`src/common/btc_defs.svh`:
```
//------------------------------
// Codeword length is bounded by the bit index width
// Alpha is coded in quarter steps, 0 stands for 1.0
//------------------------------

`ifndef BTC_DEFS_SVH
`define BTC_DEFS_SVH

// Channel LLR width, signed
`define BTC_LLR_W       5

// Extrinsic and a-priori width, signed
`define BTC_EXTR_W      6

// Extrinsic scale width
`define BTC_ALPHA_W     2

// Bit index, 32 bits per codeword at most
`define BTC_BIT_IDX_W   5

// Shortest codeword the sort unit accepts
`define BTC_MIN_CW_LEN  4

`endif

```
`src/common/btc_spc_pkg.sv`:
```
//------------------------------
// Types of the SPC component-code engine
// Widths follow the defs header
//------------------------------

`default_nettype none

`include "btc_defs.svh"

package btc_spc_pkg;

  // Soft values
  typedef logic signed [`BTC_LLR_W-1:0]  llr_t;
  typedef logic signed [`BTC_EXTR_W-1:0] extr_t;
  // Reliability, saturated at 31
  typedef logic [`BTC_EXTR_W-2:0]        mag_t;
  // 0 is a scale of 1.0, else value/4
  typedef logic [`BTC_ALPHA_W-1:0]       alpha_t;
  typedef logic [`BTC_BIT_IDX_W-1:0]     bit_idx_t;

  // Codeword framing
  typedef struct packed {
    logic sop;
    logic eop;
  } strb_t;

  // One soft bit at the input
  typedef struct packed {
    strb_t strb;
    llr_t  llr;
    extr_t lextr;
  } in_word_t;

  // Ping-pong a-priori memory address
  typedef struct packed {
    logic     bank;
    bit_idx_t idx;
  } mem_addr_t;

  // Sort result of one codeword
  typedef struct packed {
    mag_t     min0;
    mag_t     min1;
    bit_idx_t min0_idx;
    logic     prod_sign;
    bit_idx_t last_idx;
    logic     bank;
  } sort_res_t;

  // One decoded bit at the output
  typedef struct packed {
    strb_t strb;
    extr_t lextr;
    logic  bitdat;
    logic  biterr;
    logic  decfail;
  } out_word_t;

endpackage

`default_nettype wire

```
`src/design/btc_lapri_mem.sv`:
```
//------------------------------
// Two banks of 32 a-priori values
// Read data one cycle after the address, old data on collision
//------------------------------

`default_nettype none

module btc_lapri_mem (
  input  logic                   iclk,
  input  logic                   iclkena,
  input  logic                   write,
  input  btc_spc_pkg::mem_addr_t waddr,
  input  btc_spc_pkg::extr_t     wdat,
  input  btc_spc_pkg::mem_addr_t raddr,
  output btc_spc_pkg::extr_t     rdat
);

  import btc_spc_pkg::*;

  // Bank bit plus bit index
  localparam int depth = 2**$bits(mem_addr_t);

  // Storage, bank in the address MSB
  extr_t mem [depth];

  //------------------------------
  // Write port and registered read
  //------------------------------

  always_ff @(posedge iclk) begin
    if (iclkena) begin
      if (write) begin
        mem[waddr] <= wdat;
      end
      // Read stalls with the clock enable
      rdat <= mem[raddr];
    end
  end

endmodule

`default_nettype wire

```
`src/design/btc_hd_fifo.sv`:
```
//------------------------------
// Channel hard decisions of up to two codewords
// pop_bit valid one cycle after pop, no guard on misuse
//------------------------------

`default_nettype none

`include "btc_defs.svh"

module btc_hd_fifo (
  input  logic iclk,
  input  logic ireset,
  input  logic iclkena,
  input  logic clear,
  input  logic push,
  input  logic push_bit,
  input  logic pop,
  output logic pop_bit
);

  // Two codewords of the longest length
  localparam int ptr_w = `BTC_BIT_IDX_W + 1;
  localparam int depth = 2**ptr_w;

  logic [depth-1:0] mem;
  logic [ptr_w-1:0] wptr;
  logic [ptr_w-1:0] rptr;
  // Fill level, one bit wider than the pointers
  logic [ptr_w:0]   cnt;
  logic             full;
  logic             empty;

  assign full  = (cnt == (ptr_w+1)'(depth));
  assign empty = (cnt == '0);

  always_ff @(posedge iclk or posedge ireset) begin
    if (ireset) begin
      wptr <= '0;
      rptr <= '0;
      cnt  <= '0;
    end else if (iclkena) begin
      if (clear) begin
        wptr <= '0;
        rptr <= '0;
        cnt  <= '0;
      end else begin
        if (push) begin
          wptr <= wptr + 1'b1;
        end
        if (pop) begin
          rptr <= rptr + 1'b1;
        end
        case ({push, pop})
          2'b10:   cnt <= cnt + 1'b1;
          2'b01:   cnt <= cnt - 1'b1;
          default: cnt <= cnt;
        endcase
      end
    end
  end

  // Bit storage and read register
  always_ff @(posedge iclk) begin
    if (iclkena) begin
      if (push) begin
        mem[wptr] <= push_bit;
      end
      if (pop) begin
        pop_bit <= mem[rptr];
      end
    end
  end

  // Sort side never runs more than two codewords ahead
  assert property (@(posedge iclk) disable iff (ireset)
    (iclkena && !clear && push) |-> !full)
    else $error("hd FIFO overflow");

  // Decoder pops only bits that were pushed
  assert property (@(posedge iclk) disable iff (ireset)
    (iclkena && !clear && pop) |-> !empty)
    else $error("hd FIFO underflow");

endmodule

`default_nettype wire

```
`src/design/btc_spc_sort.sv`:
```
//------------------------------
// Words outside a codeword are dropped until the next sop
// eop to sort_done is one cycle, bank toggles per codeword
//------------------------------

`default_nettype none

`include "btc_defs.svh"

module btc_spc_sort (
  input  logic                   iclk,
  input  logic                   ireset,
  input  logic                   iclkena,
  input  logic                   istart,
  input  btc_spc_pkg::alpha_t    alpha,
  input  logic                   ival,
  input  btc_spc_pkg::in_word_t  in_word,
  output logic                   lapri_write,
  output btc_spc_pkg::mem_addr_t lapri_waddr,
  output btc_spc_pkg::extr_t     lapri,
  output logic                   hd_push,
  output logic                   hd_bit,
  output logic                   sort_done,
  output btc_spc_pkg::sort_res_t sort_res
);

  import btc_spc_pkg::*;

  // Internal sum width, room for LLR plus scaled extrinsic
  localparam int sum_w   = `BTC_EXTR_W + 2;
  localparam int sat_lim = 2**(`BTC_EXTR_W-1) - 1;

  // Codeword framing state
  logic              in_cw;
  bit_idx_t          cnt;
  logic              bank;
  // Running search over the codeword
  mag_t              min0;
  mag_t              min1;
  bit_idx_t          min0_idx;
  logic              prod_sign;
  // Current word
  logic              acc;
  bit_idx_t          cur_idx;
  logic signed [sum_w-1:0] ext_prod;
  logic signed [sum_w-1:0] ext_scaled;
  logic signed [sum_w-1:0] apri_sum;
  extr_t             apri;
  mag_t              apri_mag;
  // Search state after this word
  mag_t              nxt_min0;
  mag_t              nxt_min1;
  bit_idx_t          nxt_min0_idx;
  logic              nxt_sign;

  //------------------------------
  // A-priori value
  //------------------------------

  // Accepted when it opens or continues a codeword
  assign acc     = ival & (in_word.strb.sop | in_cw) & ~istart;
  assign cur_idx = in_word.strb.sop ? '0 : cnt;

  // Scale by alpha/4, alpha of 0 passes through
  assign ext_prod   = $signed(in_word.lextr) * $signed({1'b0, alpha});
  assign ext_scaled = (alpha == '0) ? sum_w'($signed(in_word.lextr)) : (ext_prod >>> 2);
  assign apri_sum   = $signed(in_word.llr) + ext_scaled;

  always_comb begin
    // Symmetric saturation to +-31
    if (apri_sum > sat_lim) begin
      apri = extr_t'(sat_lim);
    end else if (apri_sum < -sat_lim) begin
      apri = extr_t'(-sat_lim);
    end else begin
      apri = extr_t'(apri_sum);
    end
  end

  assign apri_mag = apri[`BTC_EXTR_W-1] ? mag_t'(-apri) : mag_t'(apri);

  //------------------------------
  // Two-minimum search
  //------------------------------

  always_comb begin
    // sop restarts from the largest magnitude
    nxt_min0     = in_word.strb.sop ? '1 : min0;
    nxt_min1     = in_word.strb.sop ? '1 : min1;
    nxt_min0_idx = in_word.strb.sop ? '0 : min0_idx;
    nxt_sign     = (in_word.strb.sop ? 1'b0 : prod_sign) ^ apri[`BTC_EXTR_W-1];
    if (apri_mag < nxt_min0) begin
      nxt_min1     = nxt_min0;
      nxt_min0     = apri_mag;
      nxt_min0_idx = cur_idx;
    end else if (apri_mag < nxt_min1) begin
      nxt_min1 = apri_mag;
    end
  end

  // Memory and FIFO written straight from the input word
  assign lapri_write = acc;
  assign lapri_waddr = '{bank: bank, idx: cur_idx};
  assign lapri       = apri;
  assign hd_push     = acc;
  assign hd_bit      = in_word.llr[`BTC_LLR_W-1];

  always_ff @(posedge iclk or posedge ireset) begin
    if (ireset) begin
      in_cw     <= 1'b0;
      cnt       <= '0;
      bank      <= 1'b0;
      sort_done <= 1'b0;
    end else if (iclkena) begin
      if (istart) begin
        in_cw     <= 1'b0;
        cnt       <= '0;
        bank      <= 1'b0;
        sort_done <= 1'b0;
      end else begin
        sort_done <= acc & in_word.strb.eop;
        if (acc) begin
          in_cw <= ~in_word.strb.eop;
          cnt   <= cur_idx + 1'b1;
          // Next codeword goes to the other bank
          if (in_word.strb.eop) begin
            bank <= ~bank;
          end
        end
      end
    end
  end

  always_ff @(posedge iclk) begin
    if (iclkena && acc) begin
      min0      <= nxt_min0;
      min1      <= nxt_min1;
      min0_idx  <= nxt_min0_idx;
      prod_sign <= nxt_sign;
      if (in_word.strb.eop) begin
        sort_res <= '{min0: nxt_min0, min1: nxt_min1, min0_idx: nxt_min0_idx,
                      prod_sign: nxt_sign, last_idx: cur_idx, bank: bank};
      end
    end
  end

  // Codeword not shorter than the minimum length
  assert property (@(posedge iclk) disable iff (ireset)
    (iclkena && acc && in_word.strb.eop) |-> (cur_idx >= `BTC_MIN_CW_LEN - 1))
    else $error("codeword shorter than minimum length");

  // No word outside a codeword except the opening sop
  assert property (@(posedge iclk) disable iff (ireset)
    (iclkena && ival && !istart && !in_cw) |-> in_word.strb.sop)
    else $error("codeword without sop");

endmodule

`default_nettype wire

```
`src/design/btc_spc_decode.sv`:
```
//------------------------------
// One bit per cycle, sort_done to first oval is 4 cycles
// Next sort_done accepted on the last read of a pass at the earliest
//------------------------------

`default_nettype none

module btc_spc_decode (
  input  logic                   iclk,
  input  logic                   ireset,
  input  logic                   iclkena,
  input  logic                   istart,
  input  logic                   sort_done,
  input  btc_spc_pkg::sort_res_t sort_res,
  input  btc_spc_pkg::extr_t     lapri,
  input  logic                   hd_bit,
  output btc_spc_pkg::mem_addr_t lapri_raddr,
  output logic                   hd_pop,
  output logic                   oval,
  output btc_spc_pkg::out_word_t out_word
);

  import btc_spc_pkg::*;

  // Per-bit controls, travel with the bit down the pipe
  typedef struct packed {
    strb_t strb;
    mag_t  mag;
    logic  prod_sign;
  } bit_ctl_t;

  // Captured codeword result
  sort_res_t res;
  // Read pass
  logic      rd_active;
  bit_idx_t  rd_idx;
  logic      rd_last;
  bit_ctl_t  rd_ctl;
  // Stage 1 memory data, stage 2 FIFO data
  logic      s1_val;
  bit_ctl_t  s1_ctl;
  logic      s2_val;
  bit_ctl_t  s2_ctl;
  extr_t     s2_lapri;
  // Min-sum result
  logic      ext_sign;
  extr_t     ext_val;
  logic signed [$bits(extr_t):0] soft_sum;

  //------------------------------
  // Read pass over the codeword
  //------------------------------

  assign rd_last     = (rd_idx == res.last_idx);
  assign lapri_raddr = '{bank: res.bank, idx: rd_idx};

  always_comb begin
    rd_ctl.strb.sop  = (rd_idx == '0);
    rd_ctl.strb.eop  = rd_last;
    // Least reliable bit gets the second minimum
    rd_ctl.mag       = (rd_idx == res.min0_idx) ? res.min1 : res.min0;
    rd_ctl.prod_sign = res.prod_sign;
  end

  // Pop alongside the memory data
  assign hd_pop = s1_val;

  //------------------------------
  // Min-sum SPC rule
  //------------------------------

  assign ext_sign = s2_ctl.prod_sign ^ s2_lapri[$bits(extr_t)-1];
  assign ext_val  = ext_sign ? -(extr_t'(s2_ctl.mag)) : extr_t'(s2_ctl.mag);
  // Full width, no saturation before the decision
  assign soft_sum = s2_lapri + ext_val;

  always_ff @(posedge iclk or posedge ireset) begin
    if (ireset) begin
      rd_active <= 1'b0;
      rd_idx    <= '0;
      s1_val    <= 1'b0;
      s2_val    <= 1'b0;
      oval      <= 1'b0;
    end else if (iclkena) begin
      if (istart) begin
        rd_active <= 1'b0;
        rd_idx    <= '0;
        s1_val    <= 1'b0;
        s2_val    <= 1'b0;
        oval      <= 1'b0;
      end else begin
        if (sort_done) begin
          rd_active <= 1'b1;
          rd_idx    <= '0;
        end else if (rd_active) begin
          rd_active <= ~rd_last;
          rd_idx    <= rd_idx + 1'b1;
        end
        s1_val <= rd_active;
        s2_val <= s1_val;
        oval   <= s2_val;
      end
    end
  end

  always_ff @(posedge iclk) begin
    if (iclkena) begin
      if (sort_done) begin
        res <= sort_res;
      end
      s1_ctl   <= rd_ctl;
      s2_ctl   <= s1_ctl;
      s2_lapri <= lapri;
      // Output word
      out_word.strb    <= s2_ctl.strb;
      out_word.lextr   <= ext_val;
      out_word.bitdat  <= soft_sum[$bits(extr_t)];
      out_word.biterr  <= soft_sum[$bits(extr_t)] ^ hd_bit;
      out_word.decfail <= s2_ctl.prod_sign;
    end
  end

  // Sort unit at most one codeword ahead of the read pass
  assert property (@(posedge iclk) disable iff (ireset)
    (iclkena && !istart && sort_done) |-> (!rd_active || rd_last))
    else $error("sort_done during a read pass");

endmodule

`default_nettype wire

```
`src/design/btc_spc_engine.sv`:
```
//------------------------------
// No back-pressure, first oval 5 cycles after eop
// Next codeword only once the previous output has begun
//------------------------------

`default_nettype none

module btc_spc_engine (
  input  logic                   iclk,
  input  logic                   ireset,
  input  logic                   iclkena,
  input  logic                   istart,
  input  btc_spc_pkg::alpha_t    alpha,
  input  logic                   ival,
  input  btc_spc_pkg::in_word_t  in_word,
  output logic                   oval,
  output btc_spc_pkg::out_word_t out_word
);

  import btc_spc_pkg::*;

  // Sort to memory and FIFO
  logic      lapri_write;
  mem_addr_t lapri_waddr;
  extr_t     lapri_wdat;
  logic      hd_push;
  logic      hd_push_bit;
  // Sort to decode
  logic      sort_done;
  sort_res_t sort_res;
  // Decode reads
  mem_addr_t lapri_raddr;
  extr_t     lapri_rdat;
  logic      hd_pop;
  logic      hd_pop_bit;

  btc_spc_sort sort_unit (
    .iclk(iclk), .ireset(ireset), .iclkena(iclkena), .istart(istart),
    .alpha(alpha), .ival(ival), .in_word(in_word),
    .lapri_write(lapri_write), .lapri_waddr(lapri_waddr), .lapri(lapri_wdat),
    .hd_push(hd_push), .hd_bit(hd_push_bit),
    .sort_done(sort_done), .sort_res(sort_res)
  );

  btc_lapri_mem lapri_mem (
    .iclk(iclk), .iclkena(iclkena),
    .write(lapri_write), .waddr(lapri_waddr), .wdat(lapri_wdat),
    .raddr(lapri_raddr), .rdat(lapri_rdat)
  );

  // Cleared with the engine on istart
  btc_hd_fifo hd_fifo (
    .iclk(iclk), .ireset(ireset), .iclkena(iclkena), .clear(istart),
    .push(hd_push), .push_bit(hd_push_bit), .pop(hd_pop), .pop_bit(hd_pop_bit)
  );

  btc_spc_decode spc_dec (
    .iclk(iclk), .ireset(ireset), .iclkena(iclkena), .istart(istart),
    .sort_done(sort_done), .sort_res(sort_res),
    .lapri(lapri_rdat), .hd_bit(hd_pop_bit),
    .lapri_raddr(lapri_raddr), .hd_pop(hd_pop),
    .oval(oval), .out_word(out_word)
  );

endmodule

`default_nettype wire

```
`config.mk`:
```
export PLATFORM = sky130hd
export DESIGN_NAME = btc_spc_engine
export DESIGN_NICKNAME = d
export VERILOG_FILES = /design/src/common/btc_spc_pkg.sv /design/src/design/btc_lapri_mem.sv /design/src/design/btc_hd_fifo.sv /design/src/design/btc_spc_sort.sv /design/src/design/btc_spc_decode.sv /design/src/design/btc_spc_engine.sv
export VERILOG_INCLUDE_DIRS = /design/src /design/src/common
export SDC_FILE = /design/constraint.sdc
export NUM_CORES = 1
export LEC_CHECK = 0
export ABC_CLOCK_PERIOD_IN_PS = 2710
export BUFFER_PORTS_ARGS = -buffer_cell sky130_fd_sc_hd__buf_2
export CORE_MARGIN = 8
export CORE_UTILIZATION = 59
export CTS_BUF_LIST = sky130_fd_sc_hd__clkbuf_4 sky130_fd_sc_hd__clkbuf_8
export CTS_CLUSTER_SIZE = 40
export DETAILED_ROUTE_END_ITERATION = 16
export PLACE_DENSITY = 0.78
export SETUP_SLACK_MARGIN = 0.2
export SKIP_CTS_REPAIR_TIMING = 1
export SLEW_MARGIN = 20
export SYNTH_ARGS = -nofsm -noshare
export SYNTH_HDL_FRONTEND = slang
export SYNTH_SLANG_ARGS = --single-unit
```
`constraint.sdc`:
```
create_clock -name iclk -period 2.71 [get_ports iclk]
set_input_delay 0.1355 -clock iclk [delete_from_list [all_inputs] [get_ports iclk]]
set_output_delay 0.1355 -clock iclk [all_outputs]
set_load 0.005 [all_outputs]
```
# After elaboration in Yosys (flattened, before gate mapping)
# Memory sizes are Yosys's and may differ from the RTL's. A register that Yosys moved wholly into a read port is not among the register bits.
# Cells that the tools add are included.
dict set report classes {
  add_sub_neg 8
  n_mul 1
  order_cmp 7
  eq_ne 2
  muxes 44
  n_bitwise 11
  reduce_logical 16
}
# cell n
set ops {}
lappend ops {{5-bit 2-to-1 mux} 15}
lappend ops {{64-bit bitwise mux} 1}
lappend ops {{6-bit 2-to-1 mux} 7}
lappend ops {{1-bit 2-to-1 mux} 18}
lappend ops {{6-bit by 7-bit less-than comparator with 1-bit output, second input constant} 2}
lappend ops {{2-bit AND reduction} 7}
lappend ops {{6-bit by 1-bit adder with 6-bit output, second input constant} 2}
lappend ops {{5-bit by 1-bit adder with 5-bit output, second input constant} 2}
lappend ops {{5-bit equality test} 2}
lappend ops {{5-bit less-than comparator} 2}
lappend ops {{5-bit by 8-bit adder with 8-bit output} 1}
lappend ops {{8-bit by 6-bit > comparator with 1-bit output, second input constant} 1}
lappend ops {{8-bit by 6-bit less-than comparator with 1-bit output, second input constant} 1}
lappend ops {{6-bit by 3-bit multiplier with 8-bit output} 1}
lappend ops {{8-bit 2-to-1 mux} 1}
lappend ops {{6-bit by 6-bit adder with 7-bit output} 1}
lappend ops {{1-bit binary-select mux with 6-bit select} 1}
lappend ops {{1-bit demux with 6-bit select} 1}
lappend ops {{6-bit by 1-bit >= comparator with 1-bit output, second input constant} 1}
lappend ops {{5-bit negation with 6-bit output} 1}
lappend ops {{2-bit nonzero test} 3}
lappend ops {{5-bit zero test} 1}
lappend ops {{5-bit negation} 1}
lappend ops {{1-bit NOT} 4}
lappend ops {{other kinds (7)} 12}
dict set report totals {
  ff_bits 187
  ramBits 384
  memories 1
}
# memory depth word_bits read_ports rd_clocked_by_memory_dff wr line_no
set memory_table {}
lappend memory_table {lapri_mem.mem 64 6 1 1 1 btc_lapri_mem.sv:24} ;# extr_t mem [depth];

# Depth between registers and ports, before layout
dict set report logic_depth {
  ltp_word 11
  ltp_mapped 31
  ltp_nobuf 29
}

# Hierarchy
# From an unflattened synthesis, not the netlist that was laid out.
dict set report hier_totals {
  cells_unflattened 1469
  area_unflattened_um2 24579.8
}
# module instances cells_each area_per_inst_um2
set by_module_without_submodules {}
lappend by_module_without_submodules {btc_lapri_mem 1 755 15339.7}
lappend by_module_without_submodules {btc_hd_fifo 1 273 3573.4}
lappend by_module_without_submodules {btc_spc_sort 1 294 3151.8}
lappend by_module_without_submodules {btc_spc_decode 1 147 2514.9}

# Least setup slack after synthesis
# OpenSTA, ideal clock, no wires.
dict set report synth_timing {
  kind {input to register}
  startpoint {input port in_word[3] in the netlist's numbering}
  endpoint {register sort_unit.min0_idx[0] (data pin)}
  setup_ps 269
  arrival_time_ps 6776
  setup_slack_ps -4336
  cell_stages 31
  path_cell_list {and2_1 > ha_1 > ha_1 > a21o_1 > a21oi_1 > o21bai_1 > a21oi_1 > xor2_1 > mux2_2 > ha_1 > or3b_1 > o21a_1 > o31a_1 > buf_2 > nand3_1 > a21o_1 > inv_1 > ha_1 > nor4_1 > o21ai_0 > nand2_1 > inv_1 > ha_1 > a21o_1 > a21o_1 > a2111oi_2 > o2111ai_2 > nand2_1 > buf_2 > mux2i_1 > nor2_1}
}
dict set report synth_via {
  elab_chain_cells 10
}
# element line_no
set synth_lines {}
lappend synth_lines {{start: declaration} btc_spc_engine.sv:15} ;# input btc_spc_pkg::in_word_t in_word,
lappend synth_lines {{6-bit by 3-bit multiplier with 8-bit output} btc_spc_sort.sv:65} ;# assign ext_prod = $signed(in_word.lextr) * $signed({1'b0, alpha});
lappend synth_lines {{8-bit 2-to-1 mux *} btc_spc_sort.sv:66} ;# assign ext_scaled = (alpha == '0) ? sum_w'($signed(in_word.lextr)) : (ext_prod >>> 2);
lappend synth_lines {{5-bit by 8-bit adder with 8-bit output *} btc_spc_sort.sv:67} ;# assign apri_sum = $signed(in_word.llr) + ext_scaled;
lappend synth_lines {{8-bit by 6-bit less-than comparator with 1-bit output} btc_spc_sort.sv:73} ;# end else if (apri_sum < -sat_lim) begin
lappend synth_lines {{6-bit 2-to-1 mux} btc_spc_sort.sv:73}
lappend synth_lines {{6-bit 2-to-1 mux *} btc_spc_sort.sv:71} ;# if (apri_sum > sat_lim) begin
lappend synth_lines {{via lapri_mem.wdat[0]} btc_lapri_mem.sv:13} ;# input btc_spc_pkg::extr_t wdat,
lappend synth_lines {{5-bit negation} btc_spc_sort.sv:80} ;# assign apri_mag = apri[`BTC_EXTR_W-1] ? mag_t'(-apri) : mag_t'(apri);
lappend synth_lines {{5-bit 2-to-1 mux *} btc_spc_sort.sv:80}
lappend synth_lines {{5-bit less-than comparator *} btc_spc_sort.sv:92} ;# if (apri_mag < nxt_min0) begin
lappend synth_lines {{5-bit 2-to-1 mux *} btc_spc_sort.sv:92}
lappend synth_lines {{via sort_unit.nxt_min0_idx[0]} btc_spc_sort.sv:53} ;# bit_idx_t nxt_min0_idx;
lappend synth_lines {{end signal: assignment} btc_spc_sort.sv:138} ;# min0_idx <= nxt_min0_idx;
lappend synth_lines {{end: declaration} btc_spc_sort.sv:40} ;# bit_idx_t min0_idx;
# The timed path passes the listed nets; every way through them passes the cells marked *.
# A chain may end at the register's enable or synchronous reset.

# Final worst setup path
dict set report layout_timing {
  startpoint {input port alpha[0]}
  endpoint {register sort_unit.sort_res[7] (netlist name)}
}
dict set report layout_via {
  elab_chain_cells 10
}
# element line_no
set layout_lines {}
lappend layout_lines {{start: declaration} btc_spc_engine.sv:13} ;# input btc_spc_pkg::alpha_t alpha,
lappend layout_lines {{6-bit by 3-bit multiplier with 8-bit output / 2-bit zero test (equally long branches)} {btc_spc_sort.sv:65, btc_spc_sort.sv:66}}
lappend layout_lines {{8-bit 2-to-1 mux *} btc_spc_sort.sv:66}
lappend layout_lines {{5-bit by 8-bit adder with 8-bit output *} btc_spc_sort.sv:67}
lappend layout_lines {{8-bit by 6-bit less-than comparator with 1-bit output} btc_spc_sort.sv:73}
lappend layout_lines {{6-bit 2-to-1 mux} btc_spc_sort.sv:73}
lappend layout_lines {{6-bit 2-to-1 mux *} btc_spc_sort.sv:71}
lappend layout_lines {{via lapri_mem.wdat[0]} btc_lapri_mem.sv:13}
lappend layout_lines {{5-bit negation} btc_spc_sort.sv:80}
lappend layout_lines {{5-bit 2-to-1 mux *} btc_spc_sort.sv:80}
lappend layout_lines {{5-bit less-than comparator *} btc_spc_sort.sv:92}
lappend layout_lines {{5-bit 2-to-1 mux *} btc_spc_sort.sv:92}
lappend layout_lines {{via sort_unit.nxt_min0_idx[0]} btc_spc_sort.sv:53}
# Marks and branches as above.

==> impl_results.md <==
* Static leakage at between 9 and 10 nW
* Worst path required time at 3.08 ns
* Met3 WL at 4491 µm
* First-pass GRT wire length at approximately 76000 µm
* Final Max Tran Viols at 0
* Critical Path End Type: flop
* Antenna diodes at 0
* P_sw at 0.005726 W
* Synthesized net count at 1373
* Max layer used: met5
* Ports at 32
* Cell area after synthesis at ~24000 µm²
* Slew HR at 48.28%
* Post-synth EDFFs at 548
* Num rows at 74
* Slew @ Worst Pin at a little under 0.8 ns
* #FFs+latches synth at roughly 580
* Vias/cell at 6.097
* Layout Skew at ~0.026 ns
* CTS tree: built
* Clock sink count at 577
* Die width at 217.4 µm
* Sw frac at 25.42%
* DRC Markers at 0
* Comb pwr share at between 20% and 30%
* Detailed Route Iter0 Violations at roughly 1.4k
* Most frequent cells in the layout: 548 x edfxtp_1, 173 x nor2_1, 147 x mux4_2, 116 x buf_4, 93 x clkbuf_8
* CP startpoint kind: input port
* Placed insts at ~2.0k
* Commonest non-fill, non-tap cell in the layout: edfxtp_1
* Register area share after synthesis at a little under three quarters
* Largest net degree at the start of global routing at 66
* Sequential share of power at between 40% and 50%
* Longest Clk Path Bufs at 3
* Number of cells produced by synthesis at 1315
* Clock transition at the registers of the reported paths at ~0.060 ns
* Total GRT Usage at about a fifth
* Endpoints failing setup at between 400 and 500
* Final Wtd Congestion at around 0.84
* Finished Layout Cells at ~2.1k
* Share of layout cells above drive strength 1 at 34.23%
* P per Cell Area at roughly 800 nW/µm²
* Die height at around 220 µm
* Hold crit path type: input port to flop
* CP peak stage delay at 0.42 ns
* Clock Latency Late Sink at between 0.6 and 0.7 ns
* Clock network power share at 32.0%
* Fmax achieved at about 0.18 GHz
* Filler Cell Count at 2369
* Status: finished with violations
* Initial antenna violation count at 1
* Root Driver: clkbuf_8
* Failing checks: negative setup slack
* WP buf/inv at 6
* Max VDD drop at ~0.00042 V
* Syn avg cell area at around 18 µm²
* Metal-1 WL at approximately 20000 µm
* Final hold vios at 0
* Final wirelength at 51440 µm
* Die footprint at between 40000 and 50000 µm²
* Crit-path leading delay family: compound AO/OA/AOI/OAI gates
* Fin worst setup slack at -2.726 ns
* CTS Buf Count at between 80 and 90
* Synth-to-Final Area Change at 17.84%
* Kind of critical path: input port to flop
* Place WS at -3.261 ns
* DR WL/cell at ~24 µm
* Yosys warns at 0
* Unique masters post-synth at 63
* Starting Density at 59.17%
* Maximum fanout along the worst path at 6
* Post-route antenna net violation count at 0
* DP HPWL at ~32000 µm
* Final #Nets at ~1.6k
* Main synth FF type: edfxtp_1
* Vias in the first global route at between 10k and 15k
* Slowest stage cell, crit path: a2111oi_4
* Total gr overflow at 0
* Max Cap Viol at 0
* Asr flop ratio synth at 5.026%
* Floorplan core area at about 40000 µm²
* H-tree Lvls at 3
* Arrival time at the worst endpoint at just under 6 ns
* Most used cell, CP: ha_4
* PnR Total Power at around 0.023 W
* Port bufs at 31
* P_int at 0.01680 W
* Period Utilization, post-route at 200.6%
* Vias at 12.99k
* RSZ-0062 raised after global routing: true
* Tmin final at roughly 5.4 ns
* TritonRoute pass-1 iters at 7
* WL met2 at ~26000 µm
==> cells in the mapped netlist, types with 5 or more instances <==
cell type / n / area share [%]
ha_1: 36 / 1.9
mux4_2: 147 / 14
mux2i_1: 6 / 0.25
o21ai_0: 33 / 0.69
mux2_2: 9 / 0.42
a211o_1: 5 / 0.18
nor3_1: 7 / 0.15
o21a_1: 7 / 0.22
nand2b_1: 8 / 0.21
xnor2_1: 13 / 0.48
and2_1: 14 / 0.37
a21o_1: 13 / 0.41
nand3b_1: 8 / 0.25
buf_1: 12 / 0.19
xor2_1: 16 / 0.59
edfxtp_1: 548 / 69
nor2_1: 174 / 2.7
a21oi_1: 19 / 0.40
buf_4: 11 / 0.34
dfrtp_1: 29 / 3.0
inv_1: 21 / 0.33
nor2b_1: 6 / 0.16
o21ai_1: 5 / 0.10
nand2_1: 43 / 0.67
buf_2: 6 / 0.13
clkbuf_1: 32 / 0.50
nand3_1: 19 / 0.40
a31oi_1: 5 / 0.13
==> worst min-delay path: cells and delay by family <==
| kind | cells | cell delay [ns] |
|---|---|---|
| simple gates | 1 | 0.08 |
| compound gates | 2 | 0.24 |
| buf+inv | 2 | 0.23 |
==> state kept, by name (all words and copies together) (netlist names), 6 cells and up <==
name and count:
hd_fifo.mem 64, hd_fifo.rptr 6, hd_fifo.wptr 6, lapri_mem.mem 384, lapri_mem.rdat 6, sort_unit.sort_res 22, spc_dec.out_word 11, spc_dec.res 20
spc_dec.s1_ctl 8, spc_dec.s2_ctl 8, spc_dec.s2_lapri 6
==> routing by layer <==
| metal | vias up | global-route usage (%) |
|---|---|---|
| met5 | - | 0 |
| met4 | 2 | 7.056 |
| met3 | 82 | 4.965 |
| met2 | 604 | 33.94 |
| met1 | 6619 | 28.53 |
| li1 | 5679 | - |
==> power by group through the flow <==
stage               combinational (W)  sequential (W)  clock [W]
finish                        0.00455          0.0108    0.00720
global route                  0.00483          0.0108    0.00768
CTS                           0.00384          0.0108    0.00730
detailed placement            0.00383          0.0110          0
global placement              0.00367          0.0110          0
floorplan                     0.00220          0.0110          0
==> path summary, 6_finish.rpt <==
check / start / to / slack (ns) / cells after the start
min in group asynchronous: ireset / sort_unit.cnt[3]$_DFFE_PP0P_ / 0.21 / 3
min reg2reg: sort_unit.sort_res[10]$_DFFE_PP_ / spc_dec.res[10]$_DFFE_PP_ / 0.42 / 0
min: ival / sort_unit.in_cw$_DFFE_PP0P_ / 0.09 / 5
max in group asynchronous: ireset / hd_fifo.rptr[1]$_DFFE_PP0P_ / 1.81 / 4
max: alpha[0] / sort_unit.sort_res[7]$_DFFE_PP_ / -2.73 / 32
max reg2reg: sort_unit.min0[2]$_DFFE_PP_ / sort_unit.sort_res[7]$_DFFE_PP_ / -0.13 / 10
==> stage by stage <==
stage                     setup TNS [ns]  hold WS, ns  util, %  instance area [µm²]
final                            -292.63      0.09493    69.73                28210
after floorplan                  -697.18       0.2136        -                24120
after global placement           -546.34       0.3215    64.01                25900
after global routing             -335.83       0.1146    69.73                28210
after CTS                        -309.70      -0.3804    68.41                27680
after detailed placement         -590.37       0.3255    64.01                25900
==> kinds of logic after synthesis <==
logic type / synth area share, %
fa+ha+maj: 2.048
flops: 71.76
xor+xnor: 1.061
buf+inv: 1.521
mux: 14.50
simple gates: 5.555
compound gates: 3.553
==> area by class of cell <==
class | instances | area (µm²) | area share (%)
flip-flops and latches | 577 | 17190 | 60.93
multi-input cells | 654 | 6734 | 23.87
clock buffers | 126 | 1528 | 5.415
repair buffers | 186 | 1747 | 6.191
well taps | 532 | 665.6 | 2.359
inverters | 23 | 100.1 | 0.3548
clock inverters | 32 | 250.2 | 0.8869
No activity file was read; power rests on OpenSTA's default activity.
